## src/panel_pkg.sv

```systemverilog
// Image memory word types, upload port, keyboard event record and fetch states
package panel_pkg;

    // Eight 4-bit intensities, lowest column in the lowest nibble
    typedef logic [31:0] word_t;
    typedef logic [9:0]  word_addr_t;
    typedef logic [11:0] byte_addr_t;
    typedef logic [7:0]  data_byte_t;

    localparam int IMAGE_WORDS = 2 ** $bits(word_addr_t);

    // Upload port, address bits 1..0 pick the byte lane
    typedef struct packed {
        logic       valid;
        byte_addr_t addr;
        data_byte_t data;
    } load_t;

    // Key event grouped as strobe, pressed, extended, code
    typedef struct packed {
        logic       strobe;
        logic       pressed;
        logic       extended;
        logic [7:0] code;
    } key_event_t;

    localparam logic [7:0] KEY_CR     = 8'h0D;
    localparam logic [7:0] CHAR_SPACE = 8'h20;

    typedef enum logic [1:0] {IDLE, REQ, WAIT_DROP} fetch_state_e;

endpackage

```

## src/video_pkg.sv

```systemverilog
// Raster count types, colour types and the beam record of the video pipeline
package video_pkg;

    // One colour channel of the 12-bit output
    typedef logic [3:0] channel_t;

    typedef struct packed {
        channel_t r;
        channel_t g;
        channel_t b;
    } rgb_t;

    typedef logic [10:0] col_t;
    typedef logic [9:0]  row_t;

    // Beam state that travels with the pixels, 25 bits
    typedef struct packed {
        col_t col;
        row_t row;
        logic hsync;
        logic vsync;
        logic hblank;
        logic vblank;
    } beam_t;

    // Beam value while in reset: syncs low, both blanks high
    localparam beam_t BEAM_RESET = '{col: '0, row: '0, hsync: 1'b0, vsync: 1'b0,
                                     hblank: 1'b1, vblank: 1'b1};

endpackage

```

## src/terminal_text.sv

```systemverilog
// Terminal character buffer fed by key events and its one-bit glyph generator
module terminal_text #(
    parameter int H_ACTIVE  = 64,
    parameter int V_ACTIVE  = 48,
    parameter int SPLIT_ROW = 24
) (
    input  logic                  clk36m,
    input  logic                  reset,
    input  video_pkg::beam_t      beam_in,
    input  panel_pkg::key_event_t key,
    output logic                  text_pixel
);

    localparam int COLS   = H_ACTIVE / 8;
    localparam int LINES  = (V_ACTIVE - SPLIT_ROW) / 8;
    localparam int CELLS  = COLS * LINES;
    localparam int COL_W  = $clog2(COLS);
    localparam int LINE_W = $clog2(LINES);
    localparam int CELL_W = $clog2(CELLS);

    logic [7:0]        text_buf [CELLS];
    logic [COL_W-1:0]  cur_col;
    logic [LINE_W-1:0] cur_line;
    logic [CELL_W-1:0] wr_cell;
    logic [CELL_W-1:0] rd_cell;
    logic              key_write;
    logic              col_last;
    logic              line_last;
    video_pkg::row_t   text_row;
    logic              in_text;
    logic [7:0]        glyph;
    logic [2:0]        cell_x;
    logic [2:0]        cell_y;

    ////////////////////////////////////////
    // Key input and cursor
    ////////////////////////////////////////

    // Releases and extended keys leave the buffer alone
    assign key_write = key.strobe && key.pressed && !key.extended;
    assign col_last  = (cur_col == COL_W'(COLS - 1));
    assign line_last = (cur_line == LINE_W'(LINES - 1));
    assign wr_cell   = CELL_W'(int'(cur_line) * COLS + int'(cur_col));

    always_ff @(posedge clk36m) begin
        if (reset) begin
            cur_col  <= '0;
            cur_line <= '0;
            for (int i = 0; i < CELLS; i++) begin
                text_buf[i] <= panel_pkg::CHAR_SPACE;
            end
        end else if (key_write) begin
            if (key.code == panel_pkg::KEY_CR) begin
                cur_col  <= '0;
                cur_line <= line_last ? '0 : cur_line + LINE_W'(1);
            end else begin
                text_buf[wr_cell] <= key.code;
                cur_col           <= col_last ? '0 : cur_col + COL_W'(1);
                // Past the last cell the cursor goes back to cell 0
                if (col_last) begin
                    cur_line <= line_last ? '0 : cur_line + LINE_W'(1);
                end
            end
        end
    end

    ////////////////////////////////////////
    // Glyph generator
    ////////////////////////////////////////

    always_comb begin
        text_row = beam_in.row - video_pkg::row_t'(SPLIT_ROW);
        in_text  = !beam_in.hblank && !beam_in.vblank &&
                   beam_in.row >= video_pkg::row_t'(SPLIT_ROW);
        rd_cell  = CELL_W'(int'(text_row[9:3]) * COLS + int'(beam_in.col[10:3]));
        cell_x   = beam_in.col[2:0];
        cell_y   = text_row[2:0];
        glyph    = in_text ? text_buf[rd_cell] : panel_pkg::CHAR_SPACE;
    end

    // Code bits drawn on cell rows 1 to 6, bit 7 at the left edge
    always_ff @(posedge clk36m) begin
        text_pixel <= in_text && cell_y != 3'd0 && cell_y != 3'd7 &&
                      glyph[3'd7 - cell_x];
    end

endmodule

```

## config.mk

```make
export PLATFORM = sky130hd
export DESIGN_NAME = terminal_text
export DESIGN_NICKNAME = d
export VERILOG_FILES = /design/src/panel_pkg.sv /design/src/video_pkg.sv /design/src/terminal_text.sv
export SDC_FILE = /design/constraint.sdc
export NUM_CORES = 1
export LEC_CHECK = 0
export ABC_AREA = 1
export BUFFER_PORTS_ARGS = -buffer_cell sky130_fd_sc_hd__buf_2
export CORE_MARGIN = 1.5
export CORE_UTILIZATION = 57
export CTS_CLUSTER_DIAMETER = 100
export DETAILED_ROUTE_END_ITERATION = 8
export PLACE_DENSITY = 0.76
export SLEW_MARGIN = 10
export SYNTH_ARGS = -nofsm -noshare
export SYNTH_HDL_FRONTEND = slang
export SYNTH_SLANG_ARGS = --single-unit
```

## constraint.sdc

```tcl
create_clock -name clk36m -period 2.48 [get_ports clk36m]
set_input_delay 0.496 -clock clk36m [delete_from_list [all_inputs] [get_ports clk36m]]
set_output_delay 0.496 -clock clk36m [all_outputs]
set_load 0.03 [all_outputs]
```

Word level (Yosys, flattened, before mapping):

Memory sizes are Yosys's and may differ from the RTL's.
Index checks and enable logic that the tools add are counted.

* output and inout bits: 1
* memories: 1
* flip-flop bits (word level): 6
* word-level logic and storage cells: 47
* input bits: 38
* RAM bits: 192

Memory list
* text_buf: words 24, bits a word 8, read ports 1, clocked after memory_dff 0, write ports 24, line terminal_text.sv:21 `logic [7:0] text_buf [CELLS];`

* add/sub/neg operators: 6
* equality and inequality tests: 4
* muxes and demuxes: 17
* magnitude comparators: 2
* reduce and logical (&&, ||, !) cells: 14

Operator list (count)
* 2-to-1 mux 8 bit: 2
* greater-or-equal comparator 10 x 5 -> 1 bit, second input constant: 1
* == test 8 x 4 -> 1 bit, second input constant: 1
* 2-to-1 mux 1 bit: 8
* OR reduction 8 bit: 1
* logical AND 1 bit: 7
* 2-to-1 mux 2 bit: 3
* 2-to-1 mux 3 bit: 2
* adder 5 x 3 -> 5 bit: 1
* adder 5 bit: 1
* 2-to-1 mux 5 bit: 1
* subtractor 5 bit, second input constant: 1
* < comparator 3 x 4 -> 1 bit, second input constant: 1
* adder 3 x 1 -> 3 bit, second input constant: 1
* binary-select mux 1 bit (select 3 bit): 1
* == test 3 bit, second input constant: 1
* logical NOT 1 bit: 3
* != test 3 bit, second input constant: 1
* nonzero test 3 bit: 1
* subtractor 3 bit, first input constant: 1
* adder 2 x 1 -> 2 bit, second input constant: 1
* == test 2 bit, second input constant: 1
* AND reduction 2 bit: 1
* nonzero test 2 bit: 1

Longest topological paths before layout:

Gate-level depths: netlist of the first run.

* depth after elaboration: 7
* depth in mapped cells: 15
* gate-level depth less buffers: 13

Worst setup path before layout of the first run:

No wires, ideal clock.

* path kind: input -> register
* start: input beam_in[7] (netlist bit)
* end: register text_pixel
* stages: 13
* slack: 0.557 ns
* setup time: 0.111 ns
* required time: 2.369 ns
* buffers on the path: 2
* arrival: 1.812 ns
* cells stage by stage: inv_1 ha_1 buf_2 clkinv_1 buf_2 nand3_1 nand3_1 nand3_1 nand2_1 nor2_1 nor2_1 nor2_1 nor2_1

* cells in the longest elaborated chain, start to end: 7
* elaborated cells on any way between the ends: 11
* classes of those cells: add/sub: 2; order compare: 1; mux: 3; reduce/logical: 4; memory: 1

Ends and longest elaborated chain
* from (decl): line terminal_text.sv:9 `input video_pkg::beam_t beam_in,`
* subtractor 5 bit: line terminal_text.sv:72 `text_row = beam_in.row - video_pkg::row_t'(SPLIT_ROW);`
* adder 5 bit: line terminal_text.sv:75 `rd_cell = CELL_W'(int'(text_row[9:3]) * COLS + int'(beam_in.col[10:3]));`
* memory read (24 x 8 bit)
* 2-to-1 mux 8 bit: line terminal_text.sv:78 `glyph = in_text ? text_buf[rd_cell] : panel_pkg::CHAR_SPACE;`
* binary-select mux 1 bit (select 3 bit): line terminal_text.sv:84 `glyph[3'd7 - cell_x];`
* 2-to-1 mux 1 bit (implied by the code): line terminal_text.sv:84
* logical AND 1 bit *: line terminal_text.sv:83 `text_pixel <= in_text && cell_y != 3'd0 && cell_y != 3'd7 &&`
* to (signal assigned): line terminal_text.sv:83
* to (decl): line terminal_text.sv:11 `output logic text_pixel`

Every way passes the cells marked *; elsewhere a longest branch is shown, timed or not. The select of a mux whose other input is x is not followed.
A chain may end at the register's enable or synchronous reset.

==> results.json, run 1 <==
{
  "crit_path_start_kind": "primary input",
  "timing.fmax_mhz": 475.7,
  "worst_slack_ps": 378.0,
  "min_period_over_period_pct": 84.76,
  "dp.cells": 1511,
  "initial_core_util_pct": 58.51,
  "synthTopCellsByArea": "edfxtp_1 64%, nand2_1 10%, nand3_1 10%",
  "status": "complete, no violations",
  "nNetsFinal": 1313,
  "synth_area_per_cell_um2": 9.879,
  "clock_latency_ps": 530,
  "r2r_end": "text_buf[21][0]",
  "finalNonFillerCells": 1559,
  "drt-total-wl_um": 29380,
  "cts_tree": "yes",
  "synthTopCellsByCount": "321 x nand2_1, 256 x edfxtp_1, 238 x nand3_1, 221 x nor2_1",
  "placed_area_um2": 12660,
  "hold_violations": 0,
  "min_path_cells": 2,
  "grt_max_degree": 71,
  "worstSetupPathDepth": 10,
  "synth-xor-area-share_pct": 0.5757,
  "post-cts-setup-buffer-count": 0,
  "min_to": "cur_col[0]",
  "grt_use_total_pct": 27.59,
  "async_flop_share_pct": 0,
  "grt_pass1_vias": 8636,
  "crit_type": "primary input to flip-flop",
  "dpl_worst_slack_ps": -54.51,
  "slew_violations": 0,
  "first_iter_violations": 1069,
  "rr_worst_depth": 6,
  "drv_cap": 0,
  "drtAntennaViolNets": 0,
  "synth_cell_types": 30,
  "cp_cell_sequence": "buf_2 > clkinv_1 > nor4_1 > nand2_1 > nand3_1 > inv_2 > nand2_2 > nor2_1 > inv_2 > nand2_1",
  "leakage_nw": 5.268,
  "power.density_nw_per_um2": 724.7,
  "synth_area_leader_cell": "edfxtp_1",
  "synth_top_cell_area_share_pct": 64.31,
  "ioPinCount": 39,
  "cts_hold_buf": 0,
  "coreArea_um2": 20430,
  "final_util_pct": 66.35,
  "worstSetupEndpointType": "flip-flop",
  "holdCritStartpoint": "reset",
  "fin_crit_ps": 2102,
  "cts_made_buffers": 26,
  "cts_sinks": 262,
  "grt_overflow_total": 0,
  "cts-root-buf": "clkbuf_16",
  "place.gp.congestion": 0.9305,
  "synthFlopType": "edfxtp_1",
  "synth-edff-count": 256,
  "syn2layout_area_growth_pct": 13.39,
  "syn_nets": 1254,
  "grt_pass1_wl_um": 45740,
  "drc": 0,
  "setup_violations": 0,
  "maxSlewHeadroom_pct": 62.36,
  "critPathMaxFanout": 8,
  "cp.required_ps": 2680,
  "critPathMaxStageDelay_ps": 520,
  "firstDrtPassIters": 5,
  "reg2reg_slack_ps": 710,
  "cts_resized": 0,
  "crit_arrival_ps": 2300,
  "cp_slowest_cell": "nor4_1",
  "netlist_area_um2": 11950,
  "synth_top_family_by_area": "simple AND/OR/NAND/NOR gates",
  "clk_path_buf_depth": 3,
  "synth_cells": 1210,
  "vias": 8972,
  "portBuffers": 33,
  "crit_family": "simple AND/OR/NAND/NOR gates",
  "std_cell_rows": 52,
  "clock_skew_ps": 9.608,
  "clk_pin_slew_ps": 60,
  "htree_levels": 1,
  "rsz0062_at_grt": "false",
  "synth_most_common_cell": "nand2_1",
  "drive_gt1_share_pct": 13.50,
  "final_area_um2": 13550,
  "fp.dieH_um": 147.8,
  "synth-simple-area-share_pct": 27.67,
  "wl_per_cell_um": 18.85,
  "timing.setup.tns_ps": 0,
  "synth_compound_area_share_pct": 0.7536,
  "viasPerCell": 5.755,
  "die-width_um": 147.8,
  "die-area_um2": 21850,
  "ys_ff_latch": 262,
  "regToRegStartpoint": "cur_col[2]",
  "muxShareOfSynthArea_pct": 0,
  "antennaDiodeCount": 0,
  "synth_warnings": 0,
  "yosysSeqAreaShare_pct": 65.31,
  "dpl.hpwl_um": 18150,
  "crit_buf_inv": 4,
  "peakVddDrop_mv": 0.4690,
  "antenna_found_initial": 0,
  "hold_path_class": "primary input to flip-flop",
  "worst_pin_slew_ps": 559.4,
  "synth_adder_area_share_pct": 0.6280
}
## cells by family (layout without fill, tap and decap cells)
group                    after synthesis  after routing
adder cells (fa/ha/maj)                6              6
AO/OA/AOI/OAI                         15             15
flip-flops                           262            262
AND/OR/NAND/NOR                      794            794
XOR/XNOR                               4              4
buffers and inverters                129            208
## power breakdown
group / switching, mW / internal, mW
registers: 0.0285 / 4.95
logic: 0.572 / 0.230
clock network: 1.60 / 2.44
## per-layer routing
layer / track usage (%) / routed length [um] / up-vias / part of all wire, %
met5: 0 / 0 / - / 0
met4: 9.851 / 879 / 0 / 3.0
met3: 5.154 / 3065 / 72 / 10
met2: 43.41 / 13720 / 450 / 47
met1: 38.84 / 11720 / 4251 / 40
li1: - / - / 4199 / -
## placed cells by master (no fill, tap or decap)
cell type,instances
nand2_1,321
edfxtp_1,256
nand3_1,238
nor2_1,221
buf_4,62
buf_2,32
inv_1,27
inv_2,27
clkbuf_16,27
clkinv_1,9
o21ai_0,6
ha_1,6
dfxtp_1,6
buf_12,6
nor3_1,5
clkbuf_8,5
clkbuf_1,5
nand2_2,4
a21oi_1,4
nor4_1,3
bufinv_16,3
o211ai_1,2
clkinvlp_4,2
clkinv_2,2
xnor2_2,1
xor2_2,1
xnor2_4,1
inv_4,1
nand3b_1,1
and3_1,1
a31oi_1,1
a2111oi_0,1
xor2_1,1
a32o_1,1
## stage by stage
| step | hold WS, ps | power, mW |
|---|---|---|
| floorplan | 512.5 | 5.558 |
| global placement | 535.0 | 5.833 |
| detailed placement | 562.1 | 5.850 |
| CTS | 191.0 | 9.839 |
| global route | 209.7 | 10.10 |
| finish | 207.2 | 9.823 |
## how the worst max path moves through the flow
| stage | from | slack [ps] | to |
|---|---|---|---|
| 2_1_floorplan | beam_in[7] | 560 | text_pixel |
| 3_3_place_gp | key[0] | -20 | text_buf[3][0] |
| 3_5_place_dp | key[0] | -50 | text_buf[3][0] |
| 4_1_cts | key[0] | 490 | text_buf[3][7] |
| 5_1_grt | beam_in[7] | 350 | text_pixel |
| 6_report | key[0] | 380 | text_buf[6][4] |
## registers in the layout, summed over array words and instances, names as in the netlist
name	flops
text_buf	256
cur_col	3
cur_line	2
text_pixel	1
## area by class of cell
type / instances / area [um2]
flip-flops and latches: 262 / 7807
clock buffers: 37 / 763.2
repair buffers: 100 / 745.7
fillers: 1526 / 6875
clock inverters: 11 / 130.1
well taps: 270 / 337.8
multi-input cells: 819 / 3542
inverters: 60 / 227.7
Power figures use the tool's default switching activity.
==> run 2, diff against run 1 <==
- CORE_UTILIZATION: 57 -> 56
- PLACE_DENSITY: 0.76 -> 0.78
- clock period: 2.48 -> 1.8 ns (I/O delays scaled with it)
==> results.json, run 2 (same netlist as run 1, synthesis figures left out) <==
{
  "hold_path_class": "primary input to flip-flop",
  "syn2layout_area_growth_pct": 15.44,
  "final_cell_mix": "314 x nand2_1, 256 x edfxtp_1, 238 x nand3_1",
  "dpl.hpwl_um": 19630,
  "finalNonFillerCells": 1584,
  "crit_type": "primary input to flip-flop",
  "power_switching_share_pct": 22.61,
  "maxSlewHeadroom_pct": 69.73,
  "wl_per_cell_um": 19.06,
  "multi_input_comb_area_um2": 3580,
  "final_area_um2": 13800,
  "cp.required_ps": 2000,
  "slew_violations": 0,
  "timing.setup.tns_ps": 0,
  "coreArea_um2": 20960,
  "rsz0062_at_grt": "true",
  "cts_tree": "yes",
  "antennaDiodeCount": 0,
  "largestRegisters": "text_buf (256), cur_col (3), cur_line (2)",
  "hold_violations": 0,
  "min_period_over_period_pct": 96.70,
  "viasPerCell": 5.857,
  "wl_met2_um": 14320,
  "clock_skew_ps": 12.07,
  "place.gp.congestion": 0.9270,
  "portBuffers": 33,
  "critPathMaxStageDelay_ps": 320,
  "clkPwrFrac_pct": 39.5,
  "first_iter_violations": 1205,
  "power.density_nw_per_um2": 965.2,
  "worst_slack_ps": 59.35,
  "initial_core_util_pct": 57.05,
  "highest_layer": "met5",
  "die-width_um": 149.1,
  "p_comb_share_pct": 9.0,
  "cp_slowest_cell": "nor4_1",
  "crit_family": "simple AND/OR/NAND/NOR gates",
  "post-cts-setup-buffer-count": 0,
  "ff_latch_area_um2": 7807,
  "grt_overflow_total": 0,
  "grt_pass1_vias": 8810,
  "crit_buf_inv": 5,
  "placed_area_um2": 12950,
  "grt_pass1_wl_um": 46980,
  "leakage_nw": 5.378,
  "layout_commonest_cell": "nand2_1",
  "status": "complete, no violations",
  "vias": 9278,
  "antenna_found_initial": 1,
  "cts-root-buf": "clkbuf_16",
  "fin_hold_ws_ps": 141.4,
  "power.switching_mw": 3.011,
  "setup_violations": 0,
  "seq_power_share_pct": 51.5,
  "crit_path_start_kind": "primary input",
  "die-area_um2": 22230,
  "nFillCells": 1538,
  "cts_made_buffers": 25,
  "drt-met1-wl_um": 11230,
  "cts_sinks": 262,
  "fin_crit_ps": 1741,
  "clk_path_buf_depth": 3,
  "drt-total-wl_um": 30190,
  "timing.fmax_mhz": 574.5,
  "nNetsFinal": 1335,
  "drc": 0,
  "peakVddDrop_mv": 0.4941,
  "cts_hold_buf": 0,
  "ioPinCount": 39,
  "grt_use_total_pct": 28.03,
  "dp.cells": 1539,
  "drv_cap": 0,
  "firstDrtPassIters": 6,
  "crit_arrival_ps": 1940,
  "grt_max_degree": 52,
  "regMostFlops": "text_buf",
  "htree_levels": 1,
  "drtAntennaViolNets": 0,
  "std_cell_rows": 53,
  "fp.dieH_um": 149.1,
  "cp_cell_sequence": "buf_2 > clkinv_1 > nor4_1 > buf_4 > nand2_1 > nand3_1 > inv_2 > nand2_2 > nor2_1 > inv_2 > nand2_1",
  "dpl_worst_slack_ps": -582.6,
  "power.internal_mw": 10.31,
  "largest_reg_flops": 256,
  "worst_pin_slew_ps": 453.5,
  "clk_pin_slew_ps": 60,
  "wl_met3_um": 3598,
  "clock_latency_ps": 530,
  "worstSetupEndpointType": "flip-flop",
  "drive_gt1_share_pct": 15.66,
  "critPathMaxFanout": 8
}
==> run 2: changes by cell type in the layout (fill, tap and decap cells not counted), moves of 4 or more <==
cell	change
buf_4	+14
buf_12	+9
nor2_1	-8
nor2_2	+8
nand2_1	-7
nand2_2	+7
clkbuf_8	-5
clkinv_1	+4
==> run 2: metrics by stage <==
| stage | power, mW | util, % |
|---|---|---|
| floorplan | 7.658 | - |
| global placement | 8.119 | 61.81 |
| detailed placement | 8.149 | 61.81 |
| CTS | 13.31 | 65.77 |
| global route | 13.64 | 65.85 |
| finish | 13.32 | 65.85 |
==> run 2: worst paths after layout <==
check             startpoint              end  slack (ps)  cells past startpoint
hold / removal         reset       cur_col[0]         140                      3
hold reg to reg   cur_col[1]       cur_col[1]         590                      2
setup / recovery      key[0]  text_buf[11][7]          60                     11
setup reg to reg  cur_col[0]  text_buf[26][2]          80                      5
==> run 2: area by class of cell <==
cell class | instances | share of cell area [%]
clock buffer | 30 | 4.670
clock inverter | 15 | 1.197
inverter | 60 | 1.650
multi-input combinational | 819 | 25.94
sequential | 262 | 56.58
tap | 275 | 2.493
timing repair buffer | 123 | 7.471
==> run 2: power by group through the flow <==
stage          clock network [mW]  logic [mW]  registers [mW]
4_1_cts                      5.28        1.18            6.85
2_1_floorplan                   0       0.686            6.97
6_report                     5.26        1.20            6.85
3_3_place_gp                    0        1.14            6.98
3_5_place_dp                    0        1.17            6.98
5_1_grt                      5.49        1.29            6.86
==> run 2: worst register-to-register path: stages, from the launching register on <==
cell and delay [ps]:
dfxtp_1 340, inv_1 130, ha_1 170, nand2_2 180, buf_4 220, nor2_2 330
==> run 2: per-layer routing <==
layer,GRT usage (%),vias up
met3,6.820,88
met1,36.90,4385
met5,0,-
li1,-,4239
met2,45.16,564
met4,10.84,2
==> run 2: what timing repair did <==
action                                  CTS  global route
resized for setup                         8             7
pin swaps                                 0             0
endpoints found under the setup margin   64           136
==> run 3, diff against run 2 <==
- CORE_UTILIZATION: 56 -> 57
- PLACE_DENSITY: 0.78 -> 0.76
- clock period: 1.8 -> 2.3 ns (I/O delays scaled with it)
==> results.json, run 3 (same netlist as run 1, synthesis figures left out) <==
{
  "viasPerCell": 5.772,
  "dpl.hpwl_um": 18330,
  "fp.dieH_um": 147.8,
  "crit_type": "primary input to flip-flop",
  "grt_max_degree": 58,
  "drv_cap": 0,
  "slew_violations": 0,
  "cts-root-buf": "clkbuf_16",
  "worst_pin_slew_ps": 407.3,
  "drive_gt1_share_pct": 13.96,
  "final_area_um2": 13580,
  "die-area_um2": 21850,
  "drc": 0,
  "regMostFlops": "text_buf",
  "grt_use_total_pct": 27.10,
  "crit_arrival_ps": 2340,
  "cts_made_buffers": 26,
  "firstDrtPassIters": 6,
  "timing.setup.tns_ps": 0,
  "peakVddDrop_mv": 0.5852,
  "rsz0062_at_grt": "false",
  "largest_reg_flops": 256,
  "syn2layout_area_growth_pct": 13.58,
  "post-cts-setup-buffer-count": 0,
  "power.density_nw_per_um2": 769.7,
  "hold_path_class": "primary input to flip-flop",
  "clock_skew_ps": 15.02,
  "ff_latch_area_um2": 7807,
  "worstSetupEndpointType": "flip-flop",
  "place.gp.congestion": 0.9005,
  "htree_levels": 1,
  "largestRegisters": "text_buf (256), cur_col (3), cur_line (2)",
  "wl_per_cell_um": 18.52,
  "timing.fmax_mhz": 523.9,
  "fin_crit_ps": 1909,
  "setup_violations": 0,
  "maxSlewHeadroom_pct": 72.68,
  "final_cell_mix": "321 x nand2_1, 256 x edfxtp_1, 238 x nand3_1",
  "hold_violations": 0,
  "antenna_found_initial": 0,
  "dp.cells": 1520,
  "critPathMaxFanout": 6,
  "nFillCells": 1524,
  "clk_pin_slew_ps": 60,
  "clk_path_buf_depth": 3,
  "multi_input_comb_area_um2": 3542,
  "drt-total-wl_um": 29030,
  "first_iter_violations": 1269,
  "cts_resized": 0,
  "cts_tree": "yes",
  "nNetsFinal": 1322,
  "min_period_over_period_pct": 83.00,
  "cp.required_ps": 2730,
  "die-width_um": 147.8,
  "status": "complete, no violations",
  "ioPinCount": 39,
  "std_cell_rows": 52,
  "grt_pass1_vias": 8623,
  "drtAntennaViolNets": 0,
  "layout_commonest_cell": "nand2_1",
  "grt_overflow_total": 0,
  "crit_path_start_kind": "primary input",
  "placed_area_um2": 12730,
  "finalNonFillerCells": 1567,
  "initial_core_util_pct": 58.51,
  "grt_pass1_wl_um": 44980,
  "vias": 9044,
  "antennaDiodeCount": 0,
  "cts_sinks": 262,
  "leakage_nw": 5.293,
  "clock_latency_ps": 540,
  "cts_hold_buf": 0,
  "portBuffers": 33,
  "coreArea_um2": 20430
}
## run 3: changes by cell type in the layout (fill, tap and decap cells not counted), sizes merged
cell	before	now
buf	123	109
bufinv	4	3
clkbuf	30	31
clkinv	16	15
clkinvlp	0	1
inv	55	57
## run 3: per-layer routing
layer	wire length [um]	track usage, %
met5	0	0
met3	3251	4.290
met2	13410	43.39
met1	11580	38.14
met4	784	9.307
## run 3: power breakdown
part	internal [mW]	total [mW]	leakage, nW	switching, mW
Sequential	5.33	5.36	2.52	0.0301
Combinational	0.257	0.874	2.36	0.617
Clock	2.48	4.21	0.414	1.74
Total	8.06	10.5	5.29	2.39
## run 3: area by class of cell
cell class | instances | area share, %
Timing Repair Buffer | 109 | 5.990
Inverter | 60 | 1.677
Multi-Input combinational cell | 819 | 26.09
Clock buffer | 31 | 5.087
Clock inverter | 16 | 1.161
Sequential cell | 262 | 57.51
Tap cell | 270 | 2.488
## run 3: worst paths after layout
path                                 start              end  slack, ps  cells after the start
worst min-delay path                 reset       cur_col[0]        170                      2
worst min register to register  cur_col[1]       cur_col[1]        590                      2
worst max-delay path            beam_in[7]       text_pixel        390                     13
worst max register to register  cur_col[2]  text_buf[14][7]        490                      6
## run 3: stage by stage
step | setup WS, ps | hold WS [ps] | utilization (%) | total power, mW
after floorplan | 412.9 | 512.5 | - | 5.993
after global placement | -20.18 | 527.0 | 62.30 | 6.295
after detailed placement | -45.76 | 558.6 | 62.30 | 6.314
after CTS | 492.6 | 151.1 | 66.46 | 10.45
after global routing | 342.2 | 165.0 | 66.46 | 10.71
final | 391.1 | 168.8 | 66.46 | 10.45
## run 3: critical path: stages
cell      delay [ps]
buf_2             90
inv_1             40
ha_1             320
clkinv_1         360
buf_4            300
nand3_1           80
nand3_1          170
nand3_1          140
nand2_1           60
nor2_1           130
nor2_1            60
nor2_1            90
nor2_1            40
